<file path="src/hdl/axi_sw_settings.svh">
////////////////////
// Sizes and depths of the AXI write switch
// Included by the packages and by every module that sizes a FIFO or counter
////////////////////

`ifndef AXI_SW_SETTINGS_SVH
`define AXI_SW_SETTINGS_SVH

// Channel widths
`define SW_ADDR_W     16
`define SW_ID_W       4
`define SW_DATA_W     32

// Slave count, queue depths and per-slave credit limit
`define SW_SLV_NB     4
`define SW_TGT_DEPTH  8
`define SW_MR_DEPTH   4
`define SW_MAX_OUTST  3

`endif

</file>
<file path="src/hdl/axi_chan_pkg.sv">
////////////////////
// AXI write channel field types and the response code
////////////////////

`include "axi_sw_settings.svh"

package axi_chan_pkg;

    typedef logic [`SW_ADDR_W-1:0] addr_t;
    typedef logic [`SW_ID_W-1:0]   id_t;
    typedef logic [`SW_DATA_W-1:0] data_t;

    // BRESP encoding
    typedef enum logic [1:0] {
        OKAY   = 2'd0,
        EXOKAY = 2'd1,
        SLVERR = 2'd2,
        DECERR = 2'd3
    } resp_e;

endpackage

</file>
<file path="src/hdl/sw_map_pkg.sv">
////////////////////
// Slave memory map and route mask of the single master
////////////////////

`include "axi_sw_settings.svh"

package sw_map_pkg;

    typedef logic [`SW_SLV_NB-1:0] slv_mask_t;
    typedef logic [1:0]            slv_idx_t;

    // Slave k owns k*0x1000 up to k*0x1000+0xFFF
    localparam axi_chan_pkg::addr_t SLV_START [0:`SW_SLV_NB-1] = '{
        16'h0000, 16'h1000, 16'h2000, 16'h3000
    };

    localparam axi_chan_pkg::addr_t SLV_END [0:`SW_SLV_NB-1] = '{
        16'h0FFF, 16'h1FFF, 16'h2FFF, 16'h3FFF
    };

    // Slave 3 is off limits, 0x4000 and up maps nowhere
    localparam slv_mask_t ROUTE_MASK = 4'b0111;

endpackage

</file>
<file path="src/hdl/slv_lane_if.sv">
////////////////////
// Handshake bundle of one slave lane
////////////////////

`timescale 1ns/100ps

interface slv_lane_if;

    logic aw_valid;
    logic aw_ready;
    logic w_valid;
    logic w_ready;
    logic w_last;
    logic b_valid;
    logic b_ready;

    // Decoder side, lane side and response arbiter side
    modport route (output aw_valid, output w_valid, output w_last,
                   input aw_ready, input w_ready);
    modport lane  (input aw_valid, input w_valid, input w_last, input b_ready,
                   output aw_ready, output w_ready, output b_valid);
    modport resp  (input b_valid, output b_ready);

endinterface

</file>
<file path="src/hdl/sync_fifo.sv">
////////////////////
// Register-array FIFO, DEPTH must be a power of two
////////////////////

`timescale 1ns/100ps

module sync_fifo #(
    parameter int WIDTH = 8,
    parameter int DEPTH = 4
) (
    input  logic             aclk,
    input  logic             aresetn,
    input  logic             i_push,
    input  logic [WIDTH-1:0] i_data,
    input  logic             i_pull,
    output logic [WIDTH-1:0] o_data,
    output logic             o_full,
    output logic             o_empty
);

    localparam int PTR_W = $clog2(DEPTH);

    logic [WIDTH-1:0] mem [0:DEPTH-1];
    // Extra top bit tells full from empty
    logic [PTR_W:0]   wr_ptr;
    logic [PTR_W:0]   rd_ptr;
    logic             do_push;
    logic             do_pull;

    assign do_push = i_push & ~o_full;
    assign do_pull = i_pull & ~o_empty;

    always_ff @(posedge aclk or negedge aresetn) begin
        if (!aresetn) begin
            wr_ptr <= '0;
            rd_ptr <= '0;
        end else begin
            if (do_push)
                wr_ptr <= wr_ptr + (PTR_W+1)'(1);
            if (do_pull)
                rd_ptr <= rd_ptr + (PTR_W+1)'(1);
        end
    end

    always_ff @(posedge aclk) begin
        if (do_push)
            mem[wr_ptr[PTR_W-1:0]] <= i_data;
    end

    assign o_data  = mem[rd_ptr[PTR_W-1:0]];
    assign o_empty = (wr_ptr == rd_ptr);
    assign o_full  = (wr_ptr[PTR_W] != rd_ptr[PTR_W]) &&
                     (wr_ptr[PTR_W-1:0] == rd_ptr[PTR_W-1:0]);

endmodule

</file>
<file path="src/hdl/aw_route_decode.sv">
////////////////////
// Write address decode and write data steering toward the slave lanes
////////////////////

`timescale 1ns/100ps
`include "axi_sw_settings.svh"

module aw_route_decode (
    input  logic                aclk,
    input  logic                aresetn,
    input  logic                i_awvalid,
    input  axi_chan_pkg::addr_t i_awaddr,
    input  axi_chan_pkg::id_t   i_awid,
    input  logic                i_wvalid,
    input  logic                i_wlast,
    input  logic                i_mr_full,
    output logic                o_awready,
    output logic                o_wready,
    output logic                o_mr_push,
    output axi_chan_pkg::id_t   o_mr_id,
    slv_lane_if.route           lane_if [0:`SW_SLV_NB-1]
);

    sw_map_pkg::slv_mask_t aw_sel;
    sw_map_pkg::slv_mask_t lane_awready;
    sw_map_pkg::slv_mask_t lane_wready;
    sw_map_pkg::slv_mask_t tgt_head;
    logic                  tgt_full;
    logic                  tgt_empty;
    logic                  mr_accept;

    ////////////////////
    // AW channel
    ////////////////////

    for (genvar k = 0; k < `SW_SLV_NB; k++) begin : g_lane
        assign aw_sel[k] = sw_map_pkg::ROUTE_MASK[k] &&
                           (i_awaddr >= sw_map_pkg::SLV_START[k]) &&
                           (i_awaddr <= sw_map_pkg::SLV_END[k]);
        // Hold valid back while no FIFO slot is free for the target
        assign lane_if[k].aw_valid = i_awvalid & aw_sel[k] & ~tgt_full;
        assign lane_awready[k]     = lane_if[k].aw_ready;
        assign lane_if[k].w_valid  = i_wvalid & tgt_head[k] & ~tgt_empty;
        assign lane_if[k].w_last   = i_wlast & tgt_head[k] & ~tgt_empty;
        assign lane_wready[k]      = lane_if[k].w_ready;
    end

    // Fake accept for unmapped or forbidden addresses, one cycle wide
    always_ff @(posedge aclk or negedge aresetn) begin
        if (!aresetn)
            mr_accept <= 1'b0;
        else if (mr_accept)
            mr_accept <= 1'b0;
        else
            mr_accept <= i_awvalid & ~(|aw_sel) & ~i_mr_full & ~tgt_full;
    end

    assign o_awready = (|aw_sel) ? ((|(aw_sel & lane_awready)) & ~tgt_full) : mr_accept;
    assign o_mr_push = mr_accept;
    assign o_mr_id   = i_awid;

    ////////////////////
    // W channel
    ////////////////////

    // Target of each accepted AW, all-zero for a misroute
    sync_fifo #(
        .WIDTH ($bits(sw_map_pkg::slv_mask_t)),
        .DEPTH (`SW_TGT_DEPTH)
    ) u_tgt_fifo (
        .aclk    (aclk),
        .aresetn (aresetn),
        .i_push  (i_awvalid & o_awready),
        .i_data  (aw_sel),
        .i_pull  (i_wvalid & o_wready & i_wlast),
        .o_data  (tgt_head),
        .o_full  (tgt_full),
        .o_empty (tgt_empty)
    );

    // Misrouted data is swallowed
    assign o_wready = ~tgt_empty & ((|tgt_head) ? (|(tgt_head & lane_wready)) : 1'b1);

endmodule

</file>
<file path="src/hdl/slv_lane.sv">
////////////////////
// One slave port, limits the writes left unanswered by that slave
////////////////////

`timescale 1ns/100ps
`include "axi_sw_settings.svh"

module slv_lane (
    input  logic      aclk,
    input  logic      aresetn,
    input  logic      i_awready,
    input  logic      i_wready,
    input  logic      i_bvalid,
    output logic      o_awvalid,
    output logic      o_wvalid,
    output logic      o_wlast,
    output logic      o_bready,
    slv_lane_if.lane  lane_if
);

    localparam int CNT_W = $clog2(`SW_MAX_OUTST + 1);

    logic [CNT_W-1:0] outst;
    logic             credit_out;
    logic             aw_xfer;
    logic             b_xfer;

    assign credit_out = (outst == CNT_W'(`SW_MAX_OUTST));

    // Slave sees no AW once its credits are used up
    assign o_awvalid        = lane_if.aw_valid & ~credit_out;
    assign lane_if.aw_ready = i_awready & ~credit_out;

    assign o_wvalid        = lane_if.w_valid;
    assign o_wlast         = lane_if.w_last;
    assign lane_if.w_ready = i_wready;

    assign lane_if.b_valid = i_bvalid;
    assign o_bready        = lane_if.b_ready;

    assign aw_xfer = o_awvalid & i_awready;
    assign b_xfer  = i_bvalid & o_bready;

    always_ff @(posedge aclk or negedge aresetn) begin
        if (!aresetn)
            outst <= '0;
        else if (aw_xfer && !b_xfer)
            outst <= outst + CNT_W'(1);
        else if (b_xfer && !aw_xfer)
            outst <= outst - CNT_W'(1);
    end

endmodule

</file>
<file path="src/hdl/bresp_arbiter.sv">
////////////////////
// Round-robin merge of slave write responses, DECERR for misroutes first
////////////////////

`timescale 1ns/100ps
`include "axi_sw_settings.svh"

module bresp_arbiter (
    input  logic                aclk,
    input  logic                aresetn,
    input  logic                i_mr_push,
    input  axi_chan_pkg::id_t   i_mr_id,
    input  logic                i_bready,
    input  axi_chan_pkg::id_t   i_s_bid   [0:`SW_SLV_NB-1],
    input  axi_chan_pkg::resp_e i_s_bresp [0:`SW_SLV_NB-1],
    output logic                o_mr_full,
    output logic                o_bvalid,
    output axi_chan_pkg::id_t   o_bid,
    output axi_chan_pkg::resp_e o_bresp,
    slv_lane_if.resp            resp_if [0:`SW_SLV_NB-1]
);

    sw_map_pkg::slv_mask_t req;
    sw_map_pkg::slv_idx_t  rr_ptr;
    sw_map_pkg::slv_idx_t  pick_idx;
    sw_map_pkg::slv_idx_t  sel_idx;
    sw_map_pkg::slv_idx_t  hold_idx;
    logic                  hold_vld;
    logic                  hold_mr;
    logic                  use_mr;
    logic                  mr_empty;
    axi_chan_pkg::id_t     mr_id;

    // IDs of misrouted writes waiting for their DECERR
    sync_fifo #(
        .WIDTH ($bits(axi_chan_pkg::id_t)),
        .DEPTH (`SW_MR_DEPTH)
    ) u_mr_fifo (
        .aclk    (aclk),
        .aresetn (aresetn),
        .i_push  (i_mr_push),
        .i_data  (i_mr_id),
        .i_pull  (o_bvalid & i_bready & use_mr),
        .o_data  (mr_id),
        .o_full  (o_mr_full),
        .o_empty (mr_empty)
    );

    for (genvar k = 0; k < `SW_SLV_NB; k++) begin : g_req
        assign req[k] = resp_if[k].b_valid;
        assign resp_if[k].b_ready = ~use_mr & i_bready &
                                    (sel_idx == sw_map_pkg::slv_idx_t'(k));
    end

    // First requester at or after the pointer
    always_comb begin
        pick_idx = rr_ptr;
        for (int i = `SW_SLV_NB - 1; i >= 0; i--) begin
            if (req[rr_ptr + sw_map_pkg::slv_idx_t'(i)])
                pick_idx = rr_ptr + sw_map_pkg::slv_idx_t'(i);
        end
    end

    // A response left waiting keeps its source
    assign use_mr   = hold_vld ? hold_mr : ~mr_empty;
    assign sel_idx  = hold_vld ? hold_idx : pick_idx;
    assign o_bvalid = use_mr | req[sel_idx];

    always_comb begin
        if (use_mr) begin
            o_bid   = mr_id;
            o_bresp = axi_chan_pkg::DECERR;
        end else begin
            o_bid   = i_s_bid[sel_idx];
            o_bresp = i_s_bresp[sel_idx];
        end
    end

    always_ff @(posedge aclk or negedge aresetn) begin
        if (!aresetn) begin
            hold_vld <= 1'b0;
            hold_mr  <= 1'b0;
            hold_idx <= '0;
            rr_ptr   <= '0;
        end else begin
            hold_vld <= o_bvalid & ~i_bready;
            hold_mr  <= use_mr;
            hold_idx <= sel_idx;
            // Move past the lane just served
            if (o_bvalid && i_bready && !use_mr)
                rr_ptr <= sel_idx + sw_map_pkg::slv_idx_t'(1);
        end
    end

endmodule

</file>
<file path="src/hdl/axi_wr_switch.sv">
////////////////////
// One-master, four-slave AXI write switch, top level
////////////////////

`timescale 1ns/100ps
`include "axi_sw_settings.svh"

module axi_wr_switch (
    input  logic                  aclk,
    input  logic                  aresetn,
    // Master side
    input  logic                  i_m_awvalid,
    input  axi_chan_pkg::addr_t   i_m_awaddr,
    input  axi_chan_pkg::id_t     i_m_awid,
    input  logic                  i_m_wvalid,
    input  logic                  i_m_wlast,
    input  axi_chan_pkg::data_t   i_m_wdata,
    input  logic                  i_m_bready,
    output logic                  o_m_awready,
    output logic                  o_m_wready,
    output logic                  o_m_bvalid,
    output axi_chan_pkg::id_t     o_m_bid,
    output axi_chan_pkg::resp_e   o_m_bresp,
    // Slave side
    output sw_map_pkg::slv_mask_t o_s_awvalid,
    output axi_chan_pkg::addr_t   o_s_awaddr,
    output axi_chan_pkg::id_t     o_s_awid,
    output sw_map_pkg::slv_mask_t o_s_wvalid,
    output sw_map_pkg::slv_mask_t o_s_wlast,
    output axi_chan_pkg::data_t   o_s_wdata,
    output sw_map_pkg::slv_mask_t o_s_bready,
    input  sw_map_pkg::slv_mask_t i_s_awready,
    input  sw_map_pkg::slv_mask_t i_s_wready,
    input  sw_map_pkg::slv_mask_t i_s_bvalid,
    input  axi_chan_pkg::id_t     i_s_bid   [0:`SW_SLV_NB-1],
    input  axi_chan_pkg::resp_e   i_s_bresp [0:`SW_SLV_NB-1]
);

    logic              mr_push;
    logic              mr_full;
    axi_chan_pkg::id_t mr_id;

    slv_lane_if u_lane_if [0:`SW_SLV_NB-1] ();

    // Payload is broadcast, only the valids are steered
    assign o_s_awaddr = i_m_awaddr;
    assign o_s_awid   = i_m_awid;
    assign o_s_wdata  = i_m_wdata;

    aw_route_decode u_decode (
        .aclk      (aclk),
        .aresetn   (aresetn),
        .i_awvalid (i_m_awvalid),
        .i_awaddr  (i_m_awaddr),
        .i_awid    (i_m_awid),
        .i_wvalid  (i_m_wvalid),
        .i_wlast   (i_m_wlast),
        .i_mr_full (mr_full),
        .o_awready (o_m_awready),
        .o_wready  (o_m_wready),
        .o_mr_push (mr_push),
        .o_mr_id   (mr_id),
        .lane_if   (u_lane_if)
    );

    for (genvar k = 0; k < `SW_SLV_NB; k++) begin : g_slv
        slv_lane u_lane (
            .aclk      (aclk),
            .aresetn   (aresetn),
            .i_awready (i_s_awready[k]),
            .i_wready  (i_s_wready[k]),
            .i_bvalid  (i_s_bvalid[k]),
            .o_awvalid (o_s_awvalid[k]),
            .o_wvalid  (o_s_wvalid[k]),
            .o_wlast   (o_s_wlast[k]),
            .o_bready  (o_s_bready[k]),
            .lane_if   (u_lane_if[k])
        );
    end

    bresp_arbiter u_arbiter (
        .aclk      (aclk),
        .aresetn   (aresetn),
        .i_mr_push (mr_push),
        .i_mr_id   (mr_id),
        .i_bready  (i_m_bready),
        .i_s_bid   (i_s_bid),
        .i_s_bresp (i_s_bresp),
        .o_mr_full (mr_full),
        .o_bvalid  (o_m_bvalid),
        .o_bid     (o_m_bid),
        .o_bresp   (o_m_bresp),
        .resp_if   (u_lane_if)
    );

endmodule

</file>
<file path="config.mk">
export PLATFORM = sky130hd
export DESIGN_NAME = axi_wr_switch
export DESIGN_NICKNAME = d
export VERILOG_FILES = /design/src/hdl/axi_chan_pkg.sv /design/src/hdl/sw_map_pkg.sv /design/src/hdl/slv_lane_if.sv /design/src/hdl/sync_fifo.sv /design/src/hdl/aw_route_decode.sv /design/src/hdl/slv_lane.sv /design/src/hdl/bresp_arbiter.sv /design/src/hdl/axi_wr_switch.sv
export VERILOG_INCLUDE_DIRS = /design/src /design/src/hdl
export SDC_FILE = /design/constraint.sdc
export NUM_CORES = 1
export LEC_CHECK = 0
export BUFFER_PORTS_ARGS = -buffer_cell sky130_fd_sc_hd__clkbuf_2
export CAP_MARGIN = 20
export CORE_AREA = 2 2 101 128
export DETAILED_ROUTE_END_ITERATION = 8
export DIE_AREA = 0 0 103 130
export PLACE_DENSITY = 0.8
export SYNTH_ARGS = -nofsm -noshare
export SYNTH_HDL_FRONTEND = slang
export SYNTH_HIERARCHICAL = 1
export SYNTH_SLANG_ARGS = --single-unit
</file>
<file path="constraint.sdc">
create_clock -name aclk -period 7.5 [get_ports aclk]
set_clock_uncertainty 0.2 [all_clocks]
set_input_delay 1.5 -clock aclk [delete_from_list [all_inputs] [get_ports aclk]]
set_output_delay 1.5 -clock aclk [all_outputs]
set_load 0.01 [all_outputs]
</file>
Yosys cells after proc, flatten, opt, wreduce, memory -nomap -nowiden
Memory sizes are Yosys's and may differ from the RTL's.
Index checks and enable logic that the tools add are counted.
Widths: inputs -> output; s select.
{ "totals": {"memories": 2, "elab_cells": 191, "ramBits": 40, "ff_bits": 29} }
{ "op_classes": {"n_reduce_logical": 28, "addsub": 15, "bitwise": 71, "n_eq_ne": 13, "n_lt_le_gt_ge": 12, "mux": 37} }
{ "mem_list": {"columns": ["memory", "words", "word_bits", "rd", "rd_clocked_by_memory_dff", "write_ports", "line_no", "rtl"], "rows": [
  ["u_decode.u_tgt_fifo.mem", 8, 3, 1, 0, 1, "sync_fifo.sv:23", "logic [WIDTH-1:0] mem [0:DEPTH-1];"],
  ["u_arbiter.u_mr_fifo.mem", 4, 4, 1, 0, 1, "sync_fifo.sv:23", null]
]} }
{ "ops": {"columns": ["cell", "count"], "rows": [
  ["$and 1x1->1", 54],
  ["$mux 2", 14],
  ["$ge 16x1->1 const B", 1],
  ["$ge 16x13->1 const B", 1],
  ["$ge 16x14->1 const B", 1],
  ["$le 16x12->1 const B", 1],
  ["$le 16x13->1 const B", 1],
  ["$le 16x14->1 const B", 1],
  ["$lt 2x3->1 const B", 5],
  ["$logic_and 1x1->1", 13],
  ["$mux 1", 13],
  ["$eq 2x2->1 const B", 6],
  ["$mux 4", 3],
  ["$reduce_or 4->1", 3],
  ["$not 1->1", 11],
  ["$add 2x1->2 const B", 5],
  ["$bmux 1 s2", 5],
  ["$add 4x1->4 const B", 2],
  ["$bmux 4 s2", 1],
  ["$sub 2x1->2 const B", 4],
  ["$logic_not 1->1", 7],
  ["$add 3x1->3 const B", 2],
  ["$eq 3x3->1", 2],
  ["$reduce_bool 2->1", 3],
  ["14 further kinds", 17]
]} }

Longest topological paths before layout
{ "logic_depth": {"ltp_word": 14, "ltp_mapped": 13} }

By module
Netlist, hierarchy kept.
{ "modules_own_cells": {"columns": ["module", "cells_each", "seq_area_each_um2", "instances", "area_each_um2"], "rows": [
  ["sync_fifo at u_decode.u_tgt_fifo", 105, 1161.1, 1, 1850.5],
  ["sync_fifo at u_arbiter.u_mr_fifo", 70, 630.6, 1, 1069.8],
  ["bresp_arbiter", 89, 150.1, 1, 765.7],
  ["slv_lane", 17, 50.0, 4, 156.4],
  ["axi_wr_switch", 52, 0.0, 1, 390.4],
  ["aw_route_decode", 40, 25.0, 1, 310.3]
]} }

Worst setup path before layout
No wires, ideal clock.
{ "synth_timing": {"path_type": "in2out", "from": "in i_s_bvalid[0]", "to": "out o_m_bid[0]", "slack_ns": 2.869, "path_stages": 8, "arrival_ns": 2.931, "required_time_ns": 5.800, "n_path_buf": 2, "cell_sequence": "buf_4 > nor2b_1 > o31a_1 > nor2_4 > buf_12 > mux2i_1 > mux2_2 > o21ai_1"} }
{ "synth_via": {"elab_chain_len": 12} }
{ "synth_lines": {"columns": ["item", "line_no", "rtl"], "rows": [
  ["from (decl)", "axi_wr_switch.sv:34", "input sw_map_pkg::slv_mask_t i_s_bvalid,"],
  ["$bmux 1 s2", "bresp_arbiter.sv:59", "if (req[rr_ptr + sw_map_pkg::slv_idx_t'(i)])"],
  ["$mux 1 (not written as such)", "bresp_arbiter.sv:59", null],
  ["$mux 2 (3 in series)", "bresp_arbiter.sv:59", null],
  ["$mux 2 (*)", "bresp_arbiter.sv:59", null],
  ["$mux 2 (*)", "bresp_arbiter.sv:66", "assign sel_idx = hold_vld ? hold_idx : pick_idx;"],
  ["via u_arbiter.sel_idx[1]", "bresp_arbiter.sv:26", "sw_map_pkg::slv_idx_t sel_idx;"],
  ["$not 2->3 (not written as such) (*)", "bresp_arbiter.sv:74", "o_bid = i_s_bid[sel_idx];"],
  ["$bmux 4 s2 (*)", "bresp_arbiter.sv:74", null],
  ["$mux 4 (not written as such) (*) (2 in series)", "bresp_arbiter.sv:74", null],
  ["$mux 4 (*)", "bresp_arbiter.sv:70", "if (use_mr) begin"],
  ["to (decl)", "axi_wr_switch.sv:22", "output axi_chan_pkg::id_t o_m_bid,"]
]} }
The timed path passes the listed nets; every way through them passes the cells marked *. The select of a mux whose other input is x is not followed.

Worst setup path in the final report
{ "layout_timing": {"from": "in i_s_bvalid[0]", "to": "out o_m_bid[1]"} }
{ "layout_via": {"elab_chain_len": 12} }
{ "layout_lines": {"columns": ["item", "line_no"], "rows": [
  ["$bmux 1 s2", "bresp_arbiter.sv:59"],
  ["$mux 1 (not written as such)", "bresp_arbiter.sv:59"],
  ["$mux 2 (3 in series)", "bresp_arbiter.sv:59"],
  ["$mux 2 (*)", "bresp_arbiter.sv:59"],
  ["$mux 2 (*)", "bresp_arbiter.sv:66"],
  ["$not 2->3 (not written as such) (*)", "bresp_arbiter.sv:74"],
  ["$bmux 4 s2 (*)", "bresp_arbiter.sv:74"],
  ["$mux 4 (not written as such) (*) (2 in series)", "bresp_arbiter.sv:74"],
  ["$mux 4 (*)", "bresp_arbiter.sv:70"]
]} }
Every way passes the cells marked *; elsewhere a longest branch is shown, timed or not. The select of a mux whose other input is x is not followed.

==> Implementation_results.wiki <==
{| class="wikitable"
! Metric !! Value
|-
| Outcome || completed
|-
| Antenna violations before repair || 0
|-
| Area of the core region || around 12,000 um^2
|-
| Total grt overflow || 0
|-
| Unrepaired setup endpoints after global routing || false
|-
| Number of CTS-inserted buffers || 9
|-
| Die X-Extent || 103 um
|-
| Post-CTS Setup Bufs || 0
|-
| Avg Cell Area, Syn || 11.8 um^2
|-
| Max capacitance violation total || 0
|-
| Total of fill cells in the finished design || roughly 1,200
|-
| Total number of vias || between 3,000 and 4,000
|-
| Register area || 2170 um^2
|-
| Sink count of the clock tree || 77
|-
| Global-route wire length before repair || about 16,000 um
|-
| Worst IR drop on VDD || ~230 uV
|-
| Ant diodes || 0
|-
| Clock Path Buffers || 2
|-
| Count of nets left with antenna violations after detail routing || 0
|-
| Actual slew at the worst max-slew pin || roughly 0.85 ns
|-
| Cts repair resizes || 0
|-
| Leading cell type in the layout, fill and taps excluded || clkbuf_2
|-
| Post-synthesis instance total || 423
|-
| Starting density of the core || around two fifths
|-
| DRC Markers || 0
|-
| Most repeated library cell on the critical path || clkbuf_2
|-
| Sum of negative setup slack || 0 ns
|-
| Worst path cell trace || clkbuf_2 -> nor2b_1 -> o31a_1 -> nor2_4 -> mux2i_1 -> mux2_2 -> o21ai_1 -> clkbuf_2
|-
| Die height || between 100 and 150 um
|-
| Largest fanout of any net on the critical path || 16
|-
| Worst max-slew margin expressed relative to the limit || 41.9%
|-
| Clock root buffer || clkbuf_16
|-
| Floorplan die area || about 13,000 um^2
|-
| Gate power share || between 40% and 50%
|-
| Endpoints failing setup || 0
|-
| Number of buffers and inverters on the critical path || 2
|-
| Highest-count cells in the layout ignoring fill and taps || clkbuf_2 (82), edfxtp_1 (48), dfrtp_1 (29)
|-
| Mean routed wirelength per cell || 16.0 um
|-
| Nature of the critical path startpoint || input pin
|-
| Area of the multi-input gates || between 2000 and 2500 um^2
|-
| Area grow syn2layout || 5.80%
|-
| Internal portion of total power || ~1.2 mW
|-
| Share of final-layout standard cells stronger than drive strength 1 || 31.7%
|-
| Final number of max-transition violations || 0
|-
| Sum of net half-perimeters after detailed placement || roughly 7500 um
|-
| Critical Path RT || between 5 and 6 ns
|-
| Placement row count || between 40 and 50
|-
| Highest Clock Rate || approximately 0.20 GHz
|-
| Tcrit/Tclk final || about two thirds
|-
| Slowest CP cell || nor2_4
|-
| Setup Crit Path Kind || in2out
|-
| Final layout net count || about 550
|-
| Pin count of the biggest net entering global routing || 30
|-
| Final count of hold timing violations || 0
|-
| Hold-fix buffer count after cts || 0
|-
| Count of routing violations after the opening detailed-route iteration || 152
|-
| Switching power as a share of total power || 40.4%
|-
| Overall fraction of global-route tracks in use || between 15 and 20%
|-
| Clock power share || about 22%
|-
| Reg power frac || a little over a third
|-
| Total length of routed wires || ~10000 um
|-
| Power density cells || roughly 380 nW/um^2
|-
| I/O pin count || roughly 170
|-
| Arrival time of the worst setup path || roughly 3.3 ns
|-
| Max H-tree Level || 3
|-
| Net switching component of the power || approximately 0.82 mW
|-
| Clock tree from TritonCTS || built
|-
| Classification of the worst-slack hold path || reg2reg
|-
| Capturing element type of the critical path || output port
|-
| Stage delay of the slowest cell on the critical path || around 0.46 ns
|-
| Detailed Routing Iterations Pass 1 || 4
|-
| Worst-Skew Late Latency || ~0.34 ns
|-
| Reg clk slew, reported paths || 0.06 ns
|-
| Leak || 2.18 nW
|-
| Worst slack on hold paths || roughly 0.27 ns
|-
| Number of global-route vias before repair || approximately 3,200
|-
| Count of yosys warnings during synthesis || 6
|-
| Count of buffers from port buffering || 81
|-
| Global placement routability congestion || 0.764
|-
| Vias per cell || around 5
|-
| Post-layout min period || roughly 5.0 ns
|-
| Cell Area, Synth || between 5000 and 6000 um^2
|-
| Dominant delay contributor by cell family on the critical path || simple AND/OR/NAND/NOR gates
|}
-- routing by layer --
metal	global-route usage (%)	wire length, um	share of wire, %	vias up
met3	3.64	500	5.1	28
met4	5.73	199	2.0	0
met2	27.1	5180	53	87
met5	0	0	0	-
li1	-	-	-	1472
met1	17.4	3870	40	1518
-- final cells by class --
cell class | instances | area share (%)
Timing Repair Buffer | 82 | 7.75
Clock buffer | 9 | 4.25
Multi-Input combinational cell | 254 | 40.7
Clock inverter | 7 | 1.61
Inverter | 12 | 0.850
Sequential cell | 77 | 40.9
Tap cell | 168 | 3.97
-- state kept, by name, indices dropped and copies added, names as in the netlist --
signal	cells
u_arbiter/u_mr_fifo/rd_ptr	3
u_arbiter/hold_idx	2
u_arbiter/hold_vld	1
u_arbiter/hold_mr	1
u_decode/u_tgt_fifo/wr_ptr	4
u_decode/u_tgt_fifo/rd_ptr	4
u_decode/u_tgt_fifo/mem	32
u_arbiter/u_mr_fifo/mem	16
u_arbiter/u_mr_fifo/wr_ptr	3
u_arbiter/rr_ptr	2
g_slv.u_lane/outst	8
u_decode/o_mr_push	1
-- final timing paths --
path	from	slack (ns)	to	cells after the start
max in group asynchronous	aresetn	5.59	u_decode/u_tgt_fifo/wr_ptr[3]$_DFFE_PN0P_	1
worst max-delay path	i_s_bvalid[0]	2.49	o_m_bid[1]	8
worst min-delay path	g_slv[3].u_lane/outst[1]$_DFFE_PN0P_	0.27	g_slv[3].u_lane/outst[1]$_DFFE_PN0P_	1
worst max register to register	u_decode/u_tgt_fifo/rd_ptr[0]$_DFFE_PN0P_	3.91	u_decode/u_tgt_fifo/mem[4][1]$_DFFE_PP_	6
min in group asynchronous	aresetn	1.03	u_arbiter/hold_mr$_DFF_PN0_	1
worst min register to register	g_slv[3].u_lane/outst[1]$_DFFE_PN0P_	0.27	g_slv[3].u_lane/outst[1]$_DFFE_PN0P_	1
-- power by group through the flow --
| stage | sequential (mW) | combinational (mW) | clock, mW |
|---|---|---|---|
| final | 0.717 | 0.863 | 0.452 |
| after detailed placement | 0.726 | 0.857 | 0 |
| after global placement | 0.716 | 0.828 | 0 |
| after global routing | 0.739 | 0.952 | 0.478 |
| after CTS | 0.719 | 0.868 | 0.462 |
| after floorplan | 0.635 | 0.816 | 0 |
-- worst register-to-register path, delay by kind of cell, from the launching register on --
| family | cells | cell delay [ns] |
|---|---|---|
| and+or+nand+nor | 4 | 1.27 |
| DFF | 1 | 0.85 |
| AOI/OAI and AO/OA | 1 | 0.52 |
| xor gates and xnor gates | 1 | 0.38 |
-- through the flow --
step                      total power, mW  utilization [%]  setup WS, ns  instance area (um^2)  instances
after floorplan                      1.45                -          2.87                  5040        431
after global placement               1.54             40.4          2.62                  4980        592
after detailed placement             1.58             40.4          2.52                  4980        592
after CTS                            2.05             43.0          2.51                  5290        608
after global routing                 2.17             43.0          2.31                  5300        609
final                                2.03             43.0          2.49                  5300        609
Note: power is estimated with default switching activity, not from simulation.
